===== src/hw/lander_settings.svh =====
// timing constants and controller key positions for the lander glue logic
// include in any module that needs a default tick length or a key bit

`ifndef LANDER_SETTINGS_SVH
`define LANDER_SETTINGS_SVH

// throttle steps every tick+1 cycles, about one second to full scale
`define LL_THRUST_TICK 196850
// throttle ceiling
`define LL_THRUST_MAX  254

// difficulty overlay hold, ten seconds at 50 MHz
`define LL_DIFF_SHOW   500000000

// 3.072 MHz sclk half periods from clk_50: 50e6 * 6144 / 50000 = 6.144e6 edges/s
`define LL_SCLK_STEP   6144
`define LL_SCLK_MOD    50000

// controller key bitmap positions
`define LL_KEY_UP      0
`define LL_KEY_DOWN    1
`define LL_KEY_A       4
`define LL_KEY_B       5
`define LL_KEY_L1      8
`define LL_KEY_R1      9
`define LL_KEY_SELECT  14
`define LL_KEY_START   15

`endif


===== src/hw/lander_pkg.sv =====
// shared vector types for the lander glue logic
// imported by the rtl modules and by the testbench

package lander_pkg;

  //////////////////////////////////////////////////////////////////////
  // controller side
  //////////////////////////////////////////////////////////////////////

  // one controller's key bitmap, active high
  typedef logic [15:0] cont_key_t;

  // throttle level fed to the game
  typedef logic [7:0]  thrust_t;

  // difficulty code taken from the lamps
  typedef logic [1:0]  diff_t;

  //////////////////////////////////////////////////////////////////////
  // video side
  //////////////////////////////////////////////////////////////////////

  // one colour channel as the game drives it
  typedef logic [2:0]  color3_t;

  // scaler pixel, r in the top byte
  typedef logic [23:0] rgb24_t;

  //////////////////////////////////////////////////////////////////////
  // audio side
  //////////////////////////////////////////////////////////////////////

  // unsigned game sample
  typedef logic [7:0]  audio_t;

  // one i2s channel word, msb first
  typedef logic [15:0] i2s_word_t;

endpackage


===== src/hw/lander_controls.sv =====
// input side of the lander glue
// merges two controllers into the game's active-low buttons and
// ramps the throttle up and down from the a and b face buttons

`include "lander_settings.svh"

module lander_controls import lander_pkg::*; #(
  parameter int THRUST_TICK = `LL_THRUST_TICK
) (
  input  logic      clk_50,
  input  logic      i_rst_n,
  input  cont_key_t i_cont1_key,
  input  cont_key_t i_cont2_key,
  output logic      o_rot_left_n,
  output logic      o_rot_right_n,
  output logic      o_abort_n,
  output logic      o_coin_n,
  output logic      o_game_sel_n,
  output logic      o_start_n,
  output thrust_t   o_thrust
);

  // tick counter runs 0..THRUST_TICK inclusive
  localparam int CNT_W = $clog2(THRUST_TICK + 1);
  localparam logic [CNT_W-1:0] TICK_LAST = CNT_W'(THRUST_TICK);

  cont_key_t        any_key;
  logic             a_held;
  logic             b_held;
  logic [CNT_W-1:0] tick_cnt;
  logic             step;

  // either player can press any button
  assign any_key = i_cont1_key | i_cont2_key;

  //////////////////////////////////////////////////////////////////////
  // game buttons, one register stage, inverted to active low
  //////////////////////////////////////////////////////////////////////

  always_ff @(posedge clk_50 or negedge i_rst_n) begin
    if (!i_rst_n) begin
      o_rot_left_n  <= 1'b1;
      o_rot_right_n <= 1'b1;
      o_abort_n     <= 1'b1;
      o_coin_n      <= 1'b1;
      o_game_sel_n  <= 1'b1;
      o_start_n     <= 1'b1;
      a_held        <= 1'b0;
      b_held        <= 1'b0;
    end else begin
      // dpad up/down rotate the lander
      o_rot_left_n  <= ~any_key[`LL_KEY_UP];
      o_rot_right_n <= ~any_key[`LL_KEY_DOWN];
      o_abort_n     <= ~any_key[`LL_KEY_L1];
      // r1 doubles as the coin slot
      o_coin_n      <= ~any_key[`LL_KEY_R1];
      o_game_sel_n  <= ~any_key[`LL_KEY_SELECT];
      o_start_n     <= ~any_key[`LL_KEY_START];
      // throttle buttons stay active high
      a_held        <= any_key[`LL_KEY_A];
      b_held        <= any_key[`LL_KEY_B];
    end
  end

  //////////////////////////////////////////////////////////////////////
  // throttle ramp
  //////////////////////////////////////////////////////////////////////

  assign step = (tick_cnt == TICK_LAST);

  // free running, wraps after the last count
  always_ff @(posedge clk_50 or negedge i_rst_n) begin
    if (!i_rst_n) begin
      tick_cnt <= '0;
    end else if (step) begin
      tick_cnt <= '0;
    end else begin
      tick_cnt <= tick_cnt + 1'b1;
    end
  end

  // saturating up/down, a beats b when both are held
  always_ff @(posedge clk_50 or negedge i_rst_n) begin
    if (!i_rst_n) begin
      o_thrust <= '0;
    end else if (step) begin
      if (b_held && (o_thrust != '0))
        o_thrust <= o_thrust - 1'b1;
      // later assignment wins
      if (a_held && (o_thrust < thrust_t'(`LL_THRUST_MAX)))
        o_thrust <= o_thrust + 1'b1;
    end
  end

endmodule


===== src/hw/lander_difficulty.sv =====
// difficulty code from the game's lamp outputs, plus the overlay flag
// that stays up for a while after select is pressed

`include "lander_settings.svh"

module lander_difficulty import lander_pkg::*; #(
  parameter int DIFF_SHOW = `LL_DIFF_SHOW
) (
  input  logic  clk_50,
  input  logic  i_rst_n,
  input  logic  i_game_sel_n,
  input  logic  i_lamp3,
  input  logic  i_lamp4,
  input  logic  i_lamp5,
  output diff_t o_difficulty,
  output logic  o_diff_show
);

  localparam int CNT_W = $clog2(DIFF_SHOW + 1);

  logic [CNT_W-1:0] show_cnt;

  // highest lit lamp decides
  always_ff @(posedge clk_50 or negedge i_rst_n) begin
    if (!i_rst_n) begin
      o_difficulty <= '0;
    end else if (i_lamp5) begin
      o_difficulty <= 2'd3;
    end else if (i_lamp4) begin
      o_difficulty <= 2'd2;
    end else if (i_lamp3) begin
      o_difficulty <= 2'd1;
    end else begin
      o_difficulty <= 2'd0;
    end
  end

  // reload while select is held, then run down to zero
  always_ff @(posedge clk_50 or negedge i_rst_n) begin
    if (!i_rst_n) begin
      show_cnt <= '0;
    end else if (!i_game_sel_n) begin
      show_cnt <= CNT_W'(DIFF_SHOW);
    end else if (show_cnt != '0) begin
      show_cnt <= show_cnt - 1'b1;
    end
  end

  assign o_diff_show = (show_cnt != '0);

endmodule


===== src/hw/lander_i2s_tx.sv =====
// i2s transmitter for the 8-bit game sample
// bit clock edges come from a fractional accumulator on clk_50;
// each channel carries the sample doubled to 16 bits, then 16 zeros

`include "lander_settings.svh"

module lander_i2s_tx import lander_pkg::*; #(
  parameter int SCLK_STEP = `LL_SCLK_STEP,
  parameter int SCLK_MOD  = `LL_SCLK_MOD
) (
  input  logic   clk_50,
  input  logic   i_rst_n,
  input  audio_t i_audio,
  output logic   o_sclk,
  output logic   o_lrck,
  output logic   o_dac
);

  // wide enough for the largest sum, (mod - 1) + step
  localparam int ACC_W = $clog2(SCLK_MOD + SCLK_STEP);

  logic [ACC_W-1:0] acc_q;
  logic [ACC_W-1:0] acc_sum;
  logic             tick;
  logic             fall;
  logic [4:0]       bit_cnt;
  i2s_word_t        shifter;

  //////////////////////////////////////////////////////////////////////
  // bit clock
  //////////////////////////////////////////////////////////////////////

  assign acc_sum = acc_q + ACC_W'(SCLK_STEP);
  assign tick    = (acc_sum >= ACC_W'(SCLK_MOD));

  // the remainder carries over so the average rate is exact
  always_ff @(posedge clk_50 or negedge i_rst_n) begin
    if (!i_rst_n) begin
      acc_q <= '0;
    end else if (tick) begin
      acc_q <= acc_sum - ACC_W'(SCLK_MOD);
    end else begin
      acc_q <= acc_sum;
    end
  end

  always_ff @(posedge clk_50 or negedge i_rst_n) begin
    if (!i_rst_n) begin
      o_sclk <= 1'b0;
    end else if (tick) begin
      o_sclk <= ~o_sclk;
    end
  end

  // tick that takes sclk from high to low
  assign fall = tick & o_sclk;

  //////////////////////////////////////////////////////////////////////
  // frame serializer, updates on the falling sclk edge
  //////////////////////////////////////////////////////////////////////

  always_ff @(posedge clk_50 or negedge i_rst_n) begin
    if (!i_rst_n) begin
      o_dac   <= 1'b0;
      o_lrck  <= 1'b1;
      bit_cnt <= '0;
      shifter <= '0;
    end else if (fall) begin
      // msb out first
      o_dac   <= shifter[15];
      // 32 slots per channel, wraps on its own
      bit_cnt <= bit_cnt + 1'b1;
      if (bit_cnt == 5'd31) begin
        // next channel, fresh copy of the sample
        o_lrck  <= ~o_lrck;
        shifter <= {i_audio, i_audio};
      end else if (bit_cnt < 5'd16) begin
        // zeros fill in behind the data bits
        shifter <= {shifter[14:0], 1'b0};
      end
    end
  end

endmodule


===== src/hw/lander_io_top.sv =====
// top of the lander glue logic, sits between the handheld and the game core
// controls, difficulty, video out and i2s audio on one clk_50 domain

`include "lander_settings.svh"

module lander_io_top import lander_pkg::*; #(
  parameter int THRUST_TICK = `LL_THRUST_TICK,
  parameter int DIFF_SHOW   = `LL_DIFF_SHOW,
  parameter int SCLK_STEP   = `LL_SCLK_STEP,
  parameter int SCLK_MOD    = `LL_SCLK_MOD
) (
  input  logic      clk_50,
  input  logic      i_rst_n,
  // controllers
  input  cont_key_t i_cont1_key,
  input  cont_key_t i_cont2_key,
  // game buttons and throttle
  output logic      o_rot_left_n,
  output logic      o_rot_right_n,
  output logic      o_abort_n,
  output logic      o_start_n,
  output logic      o_coin_n,
  output logic      o_game_sel_n,
  output thrust_t   o_thrust,
  // lamps in, difficulty out
  input  logic      i_lamp3,
  input  logic      i_lamp4,
  input  logic      i_lamp5,
  output diff_t     o_difficulty,
  output logic      o_diff_show,
  // game video in, scaler video out
  input  color3_t   i_r,
  input  color3_t   i_g,
  input  color3_t   i_b,
  input  logic      i_hsync_n,
  input  logic      i_vsync_n,
  input  logic      i_hblank,
  input  logic      i_vblank,
  output rgb24_t    o_rgb,
  output logic      o_de,
  output logic      o_hs,
  output logic      o_vs,
  // audio
  input  audio_t    i_audio,
  output logic      o_sclk,
  output logic      o_lrck,
  output logic      o_dac
);

  // select level shared with the overlay timer
  logic game_sel_n;

  assign o_game_sel_n = game_sel_n;

  lander_controls #(
    .THRUST_TICK (THRUST_TICK)
  ) u_controls (
    .clk_50        (clk_50),
    .i_rst_n       (i_rst_n),
    .i_cont1_key   (i_cont1_key),
    .i_cont2_key   (i_cont2_key),
    .o_rot_left_n  (o_rot_left_n),
    .o_rot_right_n (o_rot_right_n),
    .o_abort_n     (o_abort_n),
    .o_coin_n      (o_coin_n),
    .o_game_sel_n  (game_sel_n),
    .o_start_n     (o_start_n),
    .o_thrust      (o_thrust)
  );

  lander_difficulty #(
    .DIFF_SHOW (DIFF_SHOW)
  ) u_difficulty (
    .clk_50       (clk_50),
    .i_rst_n      (i_rst_n),
    .i_game_sel_n (game_sel_n),
    .i_lamp3      (i_lamp3),
    .i_lamp4      (i_lamp4),
    .i_lamp5      (i_lamp5),
    .o_difficulty (o_difficulty),
    .o_diff_show  (o_diff_show)
  );

  lander_video_out u_video_out (
    .clk_50    (clk_50),
    .i_rst_n   (i_rst_n),
    .i_r       (i_r),
    .i_g       (i_g),
    .i_b       (i_b),
    .i_hsync_n (i_hsync_n),
    .i_vsync_n (i_vsync_n),
    .i_hblank  (i_hblank),
    .i_vblank  (i_vblank),
    .o_rgb     (o_rgb),
    .o_de      (o_de),
    .o_hs      (o_hs),
    .o_vs      (o_vs)
  );

  lander_i2s_tx #(
    .SCLK_STEP (SCLK_STEP),
    .SCLK_MOD  (SCLK_MOD)
  ) u_i2s_tx (
    .clk_50  (clk_50),
    .i_rst_n (i_rst_n),
    .i_audio (i_audio),
    .o_sclk  (o_sclk),
    .o_lrck  (o_lrck),
    .o_dac   (o_dac)
  );

endmodule


===== src/hw/lander_video_out.sv =====
// video output stage towards the scaler
// widens the 3-bit channels to 24-bit rgb, blanks outside the active
// area and turns the active-low syncs into one-cycle start pulses

module lander_video_out import lander_pkg::*; (
  input  logic    clk_50,
  input  logic    i_rst_n,
  input  color3_t i_r,
  input  color3_t i_g,
  input  color3_t i_b,
  input  logic    i_hsync_n,
  input  logic    i_vsync_n,
  input  logic    i_hblank,
  input  logic    i_vblank,
  output rgb24_t  o_rgb,
  output logic    o_de,
  output logic    o_hs,
  output logic    o_vs
);

  logic   active;
  rgb24_t pix_wide;
  logic   hsync_n_q;
  logic   vsync_n_q;

  assign active = ~(i_hblank | i_vblank);

  // bit replication keeps full white at 8'hff
  assign pix_wide = {{i_r, i_r, i_r[2:1]},
                     {i_g, i_g, i_g[2:1]},
                     {i_b, i_b, i_b[2:1]}};

  //////////////////////////////////////////////////////////////////////
  // pixel and data enable
  //////////////////////////////////////////////////////////////////////

  always_ff @(posedge clk_50 or negedge i_rst_n) begin
    if (!i_rst_n) begin
      o_rgb <= '0;
      o_de  <= 1'b0;
    end else begin
      o_de  <= active;
      // scaler wants black outside the active area
      o_rgb <= active ? pix_wide : '0;
    end
  end

  //////////////////////////////////////////////////////////////////////
  // sync start pulses
  //////////////////////////////////////////////////////////////////////

  // falling edge of each active-low sync
  always_ff @(posedge clk_50 or negedge i_rst_n) begin
    if (!i_rst_n) begin
      hsync_n_q <= 1'b1;
      vsync_n_q <= 1'b1;
      o_hs      <= 1'b0;
      o_vs      <= 1'b0;
    end else begin
      hsync_n_q <= i_hsync_n;
      vsync_n_q <= i_vsync_n;
      o_hs      <= hsync_n_q & ~i_hsync_n;
      o_vs      <= vsync_n_q & ~i_vsync_n;
    end
  end

endmodule


===== config.mk =====
export PLATFORM = sky130hd
export DESIGN_NAME = lander_io_top
export DESIGN_NICKNAME = d
export VERILOG_FILES = /design/src/hw/lander_pkg.sv /design/src/hw/lander_controls.sv /design/src/hw/lander_difficulty.sv /design/src/hw/lander_i2s_tx.sv /design/src/hw/lander_io_top.sv /design/src/hw/lander_video_out.sv
export VERILOG_INCLUDE_DIRS = /design/src /design/src/hw
export SDC_FILE = /design/constraint.sdc
export NUM_CORES = 1
export LEC_CHECK = 0
export BUFFER_PORTS_ARGS = -buffer_cell sky130_fd_sc_hd__clkbuf_2
export CORE_ASPECT_RATIO = 0.7
export CORE_MARGIN = 1
export CORE_UTILIZATION = 35
export CTS_CLUSTER_SIZE = 12
export DETAILED_ROUTE_END_ITERATION = 10
export GPL_TIMING_DRIVEN = 0
export PLACE_DENSITY_LB_ADDON = 0.08
export SYNTH_ARGS = -nofsm -noshare
export SYNTH_HDL_FRONTEND = slang
export SYNTH_SLANG_ARGS = --single-unit

===== constraint.sdc =====
create_clock -name clk_50 -period 3.4 [get_ports clk_50]
set_input_delay 0.68 -clock clk_50 [delete_from_list [all_inputs] [get_ports clk_50]]
set_output_delay 0.68 -clock clk_50 [all_outputs]
set_load 0.05 [all_outputs]

Word-level counts from Yosys, hierarchy flattened
Cells that the tools add are included.
Widths: inputs -> output; s select.
{ "op_classes": {"n_addsub": 7, "order_cmp": 3, "reduce_logical": 9, "n_eq_ne": 3, "n_bitwise": 16, "n_mux": 12} }
{ "op_table": {"columns": ["operator", "count"], "rows": [
  ["$mux 29", 2],
  ["$mux 16", 3],
  ["$reduce_bool 29->1", 1],
  ["$sub 29x1->29 const B", 1],
  ["$mux 24", 1],
  ["$add 18x1->18 const B", 1],
  ["$eq 18x18->1 const B", 1],
  ["$mux 18", 1],
  ["$add 16x13->16 const B", 1],
  ["$ge 16x16->1 const B", 1],
  ["$mux 8", 2],
  ["$or 16x16->16", 1],
  ["$sub 16x16->16 const B", 1],
  ["$not 1->1", 11],
  ["$add 8x1->8 const B", 1],
  ["$lt 8x8->1 const B", 1],
  ["$reduce_bool 8->1", 1],
  ["$sub 8x1->8 const B", 1],
  ["$reduce_and 2->1", 3],
  ["$add 5x1->5 const B", 1],
  ["$eq 5x5->1 const B", 1],
  ["$lt 5x5->1 const B", 1],
  ["$mux 2", 2],
  ["$reduce_bool 2->1", 2],
  ["other kinds (5)", 8]
]} }
{ "word_totals": {"elab_cells": 74, "ff_bits": 134, "in_bits": 58} }

Depth between registers and ports, before layout
{ "depth": {"depth_word": 4, "ltp_mapped": 10, "ltp_nobuf": 8} }

Hierarchy
From an unflattened synthesis, not the netlist that was laid out.
{ "unflattened": {"cells_unflattened": 582, "hier_area_um2": 6104.6} }
{ "by_module_without_submodules": {"columns": ["module", "area_per_inst_um2", "instances", "cells_each"], "rows": [
  ["lander_i2s_tx", 1984.4, 1, 184],
  ["lander_difficulty", 1773.0, 1, 184],
  ["lander_controls", 1730.4, 1, 171],
  ["lander_video_out", 616.8, 1, 43]
]} }

Worst setup path before layout
No wires, ideal clock.
{ "synth_path": {"kind": "register to register", "startpoint": "reg u_controls.o_thrust[1]", "endpoint": "reg u_controls.o_thrust[6]", "stages_incl_launch_ff": 9, "setup_ns": 0.067, "n_path_buf": 0, "t_required_ns": 3.333, "path_slack_ns": 0.418, "arrival_ns": 2.915, "synth_period_minus_slack_ns": 2.982, "path_cell_list": "dfrtp_1 -> nand4_1 -> o21ai_0 -> fa_1 -> a21o_1 -> a21oi_1 -> or4b_2 -> o2111ai_1 -> mux2_2"} }
{ "synth_via": {"elab_chain_len": 4, "elab_cells_between_ends": 10, "cone_classes": "add/sub (2); order compare (1); mux (2); reduce/logical (5)"} }
{ "synth_rtl": {"columns": ["element", "line_no", "text"], "rows": [
  ["from (decl)", "lander_controls.sv:20", "output thrust_t o_thrust"],
  ["from (signal assigned)", "lander_controls.sv:88", "o_thrust <= o_thrust - 1'b1;"],
  ["from (signal assigned)", "lander_controls.sv:91", "o_thrust <= o_thrust + 1'b1;"],
  ["$lt 8x8->1 or $reduce_bool 8->1 (tied branches)", "lander_controls.sv:90, lander_controls.sv:87", null],
  ["$logic_and 1x1->1, on equally long branches", "lander_controls.sv:90, lander_controls.sv:87", null],
  ["$reduce_bool 2->1 (no source line)", null, null],
  ["$reduce_and 2->1 (no source line)", null, null]
]} }
Parallel ways exist; a longest one is shown, timed or not. The select of a mux whose other input is x is not followed.
A chain may end at the register's enable or synchronous reset.

Final worst setup path
{ "layout_path": {"startpoint": "reg u_difficulty.show_cnt[10]", "endpoint": "out o_diff_show"} }
{ "layout_via": {"elab_chain_len": 1} }
{ "layout_rtl": {"columns": ["element", "line_no", "text"], "rows": [
  ["from (decl)", "lander_difficulty.sv:21", "logic [CNT_W-1:0] show_cnt;"],
  ["from (signal assigned)", "lander_difficulty.sv:43", "show_cnt <= CNT_W'(DIFF_SHOW);"],
  ["from (signal assigned)", "lander_difficulty.sv:45", "show_cnt <= show_cnt - 1'b1;"],
  ["$reduce_bool 29->1", "lander_difficulty.sv:49", "assign o_diff_show = (show_cnt != '0);"],
  ["to (decl)", "lander_io_top.sv:30", "output logic o_diff_show,"]
]} }
Every way passes these cells.

==> flow_summary.toml <==
[cts]
insertion_delay_ns = 0.40
cts_tree = "yes"
cts_hold_repair.buffers = 0
cts_max_path_buffers = 2
cts.clk_slew.worst_paths_ns = 0.05
numCtsBuffers = 17
clock-root-buffer = "sky130_fd_sc_hd__clkbuf_16"
clkSinkCount = 115
cts.htree.levels = 4

[placed_design]
placement.cell_area_um2 = 6660
detailed_place_hpwl_mm = 8.46
gp_routability_congestion = 0.769
io_buffers = 88
place_ws_ns = 0.211

[floorplan]
ioPinCount = 105
placement_rows = 39
die_h_um = 111
die_width_um = 157
initial_core_util = 0.360
die_area_um2 = 17400
coreArea_um2 = 16400

[grt]
largest_net_degree_at_the_start_of_global_routing = 80
grt_pass1_vias = 4136
grt-ovfl-total = 0
gr-usage-all-layers = 0.150
antenna_found_initial = 0
grt_first_pass_wirelength_mm = 20.6

[setup_path]
timing.setup.critical_path_class = "reg -> out"
cp-start-kind = "register"
endpoint_kind = "output port"
slowest_cell_on_crit_path = "sky130_fd_sc_hd__or4_4"
cp_num_buf_inv = 3
required_ns = 2.72
cp_top_family = "simple AND/OR/NAND/NOR gates"
cp_cell_instances = "or4_4 > or4_4 > nor3_4 > inv_2 > buf_6 > clkbuf_4"
path_max_fanout = 10
max_stage_delay_ns = 0.61
crit_path_frequent_cell = "sky130_fd_sc_hd__or4_4"
timing.critical_path.arrival_ns = 2.65

[synth]
synth_compound_gate_area_share = 0.100
number_of_synthesized_register_bits = 115
adder_and_majority_cell_fraction_of_the_synthesized_area = 0.0394
synthesis.instances = 558
synth.yosys.seq_area_share = 0.489
synth_top_flop_cell = "sky130_fd_sc_hd__dfrtp_1"
largest_family_of_logic_cells_by_synthesized_area = "simple AND/OR/NAND/NOR gates"
synth_area_per_cell_um2 = 10.6
number_of_synthesized_flops_with_an_enable_pin = 0
synth.distinct_cells = 65
synth_top_cells_by_area = "sky130_fd_sc_hd__dfrtp_1 45%, sky130_fd_sc_hd__dfstp_2 4.0%, sky130_fd_sc_hd__ha_1 3.6%"
synth_nets = 634
synth-async-reset-ratio = 1.00
synth-simple-area-share = 0.197
synthDominantCellAreaShare = 0.449
synth-xor-area-share = 0.0578
yosys_warnings = 0
largest_area_contributor_in_the_netlist = "sky130_fd_sc_hd__dfrtp_1"
mux_contribution_to_synthesized_area = 0.0566
syn-cell-area_um2 = 5910

[sta]
period_share = 0.979
fmax_mhz = 300
rsz_0062_raised_after_global_routing = "no"
max-slew-margin-rel = 0.490
timing_max_transition_violations_final = 0
finalHoldWorstSlack_ns = 0.187
setup-violations-final = 0
setup_total_negative_slack_ns = 0
finalWorstPathRequiredPeriod_ns = 3.33
final_worst_slack_ns = 0.0699
worst_slew_pin_slew_ns = 0.760
fin_worst_skew_ns = 0.00544
final_hold_fails = 0

[detailed_routing]
detail_route.wirelength.met1_mm = 6.68
drt_initial_violations = 196
dr_wl_met2_mm = 4.79
topRoutingLayerUsed = "met4"
detail_route.first_pass.iterations = 5
drt-vias-per-instance = 4.89
detail_route.wirelength_mm = 12.1
wire_per_inst_um = 13.4
ant_nets = 0
vias = 4425
drc = 0
met3WireLength_um = 510

[power_and_ir_drop]
total_power_divided_by_cell_area_nw_per_um2 = 494
ir_worst_vdd_uv = 236
static-leakage-power_nw = 3.20

[worst_hold_path]
class_of_the_most_critical_hold_timing_path = "in -> async"

[job]
count_of_maximum_capacitance_violations = 0

[finish]
finalCoreUtilization = 0.448
syn2layout_area_growth_pct = 24.4
finish.net_count = 743
finish.instance_area_um2 = 7340
drive_above_1_share = 0.288
layout.cells.most_common = "sky130_fd_sc_hd__dfrtp_1"
most-common-layout-cells = "106 x sky130_fd_sc_hd__dfrtp_1, 86 x sky130_fd_sc_hd__clkbuf_2, 35 x sky130_fd_sc_hd__nor2_1"
insertedDiodeCount = 0

[status]
run_status = "completed"
cell usage after synthesis (10+ instances only):
master,n
sky130_fd_sc_hd__nor2_1,35
sky130_fd_sc_hd__ha_1,17
sky130_fd_sc_hd__nand2_1,33
sky130_fd_sc_hd__xor2_1,17
sky130_fd_sc_hd__inv_1,33
sky130_fd_sc_hd__clkbuf_1,11
sky130_fd_sc_hd__or4_1,11
sky130_fd_sc_hd__nand4_1,10
sky130_fd_sc_hd__nor3_1,17
sky130_fd_sc_hd__buf_4,15
sky130_fd_sc_hd__a21oi_1,19
sky130_fd_sc_hd__mux2_2,11
sky130_fd_sc_hd__or3_1,11
sky130_fd_sc_hd__nor4_1,11
sky130_fd_sc_hd__nand3_1,15
sky130_fd_sc_hd__dfrtp_1,106
sky130_fd_sc_hd__o21ai_0,34
sky130_fd_sc_hd__xnor2_1,22
final timing paths:
check	slack (ns)	endpoint	start	depth (start not counted)
hold / removal	0.19	u_video_out.o_rgb[22]	i_rst_n	1
hold reg to reg	0.47	u_i2s_tx.acc_q[9]	u_i2s_tx.acc_q[9]	1
max in group asynchronous	2.48	u_controls.o_start_n	i_rst_n	2
setup reg to reg	0.22	u_i2s_tx.shifter[13]	u_i2s_tx.acc_q[11]	9
setup / recovery	0.07	o_diff_show	u_difficulty.show_cnt[10]	6
min in group clk_50	0.37	u_video_out.hsync_n_q	i_hsync_n	1
area by class of cell:
type	instances	area (µm²)
clock buffer	19	453
sequential	115	2890
inverter	34	128
clock inverter	13	206
timing repair buffer	90	487
multi-input combinational	375	2680
buffer	34	223
tap	225	282
fill	1566	9050
where the power goes:
| group | internal [W] | leakage, nW | switching, W |
|---|---|---|---|
| clock | 0.00134 | 0.307 | 0.000636 |
| combinational | 0.0000782 | 1.45 | 0.000163 |
| sequential | 0.00139 | 1.44 | 0.0000173 |
| total | 0.00281 | 3.20 | 0.000816 |
registers in the layout (all words and copies together) (netlist names), 2 cells and up:
name	flops
u_controls.tick_cnt	18
u_video_out.o_rgb	9
u_i2s_tx.acc_q	12
u_difficulty.show_cnt	29
u_i2s_tx.bit_cnt	5
u_i2s_tx.shifter	16
u_difficulty.o_difficulty	2
u_controls.o_thrust	8
cell families after synthesis:
family          after synthesis
fa+ha+maj                    18
mux                          28
compound gates               92
flops                       115
xor+xnor                     39
buf+inv                      68
simple gates                198
layer usage:
metal  vias to the layer above  GRT usage
met4                         0     0.0466
met1                      2126      0.231
met2                        93      0.202
li1                       2197          -
met3                         9     0.0371
met5                         -          0
stage by stage:
step | total power (W) | instances
2_1_floorplan | 0.00158 | 558
3_3_place_gp | 0.00167 | 871
3_5_place_dp | 0.00168 | 872
4_1_cts | 0.00369 | 905
5_1_grt | 0.00378 | 905
6_report | 0.00363 | 905
repair_timing:
item                                    in CTS  in global routing
pin swaps                                    1                  0
endpoints found under the hold margin        0                  0
gates resized for setup                      3                  2
gates cloned                                 0                  0
endpoints found under the setup margin       1                  3
buffers inserted                             1                  0
(Power assumes the default switching activity.)
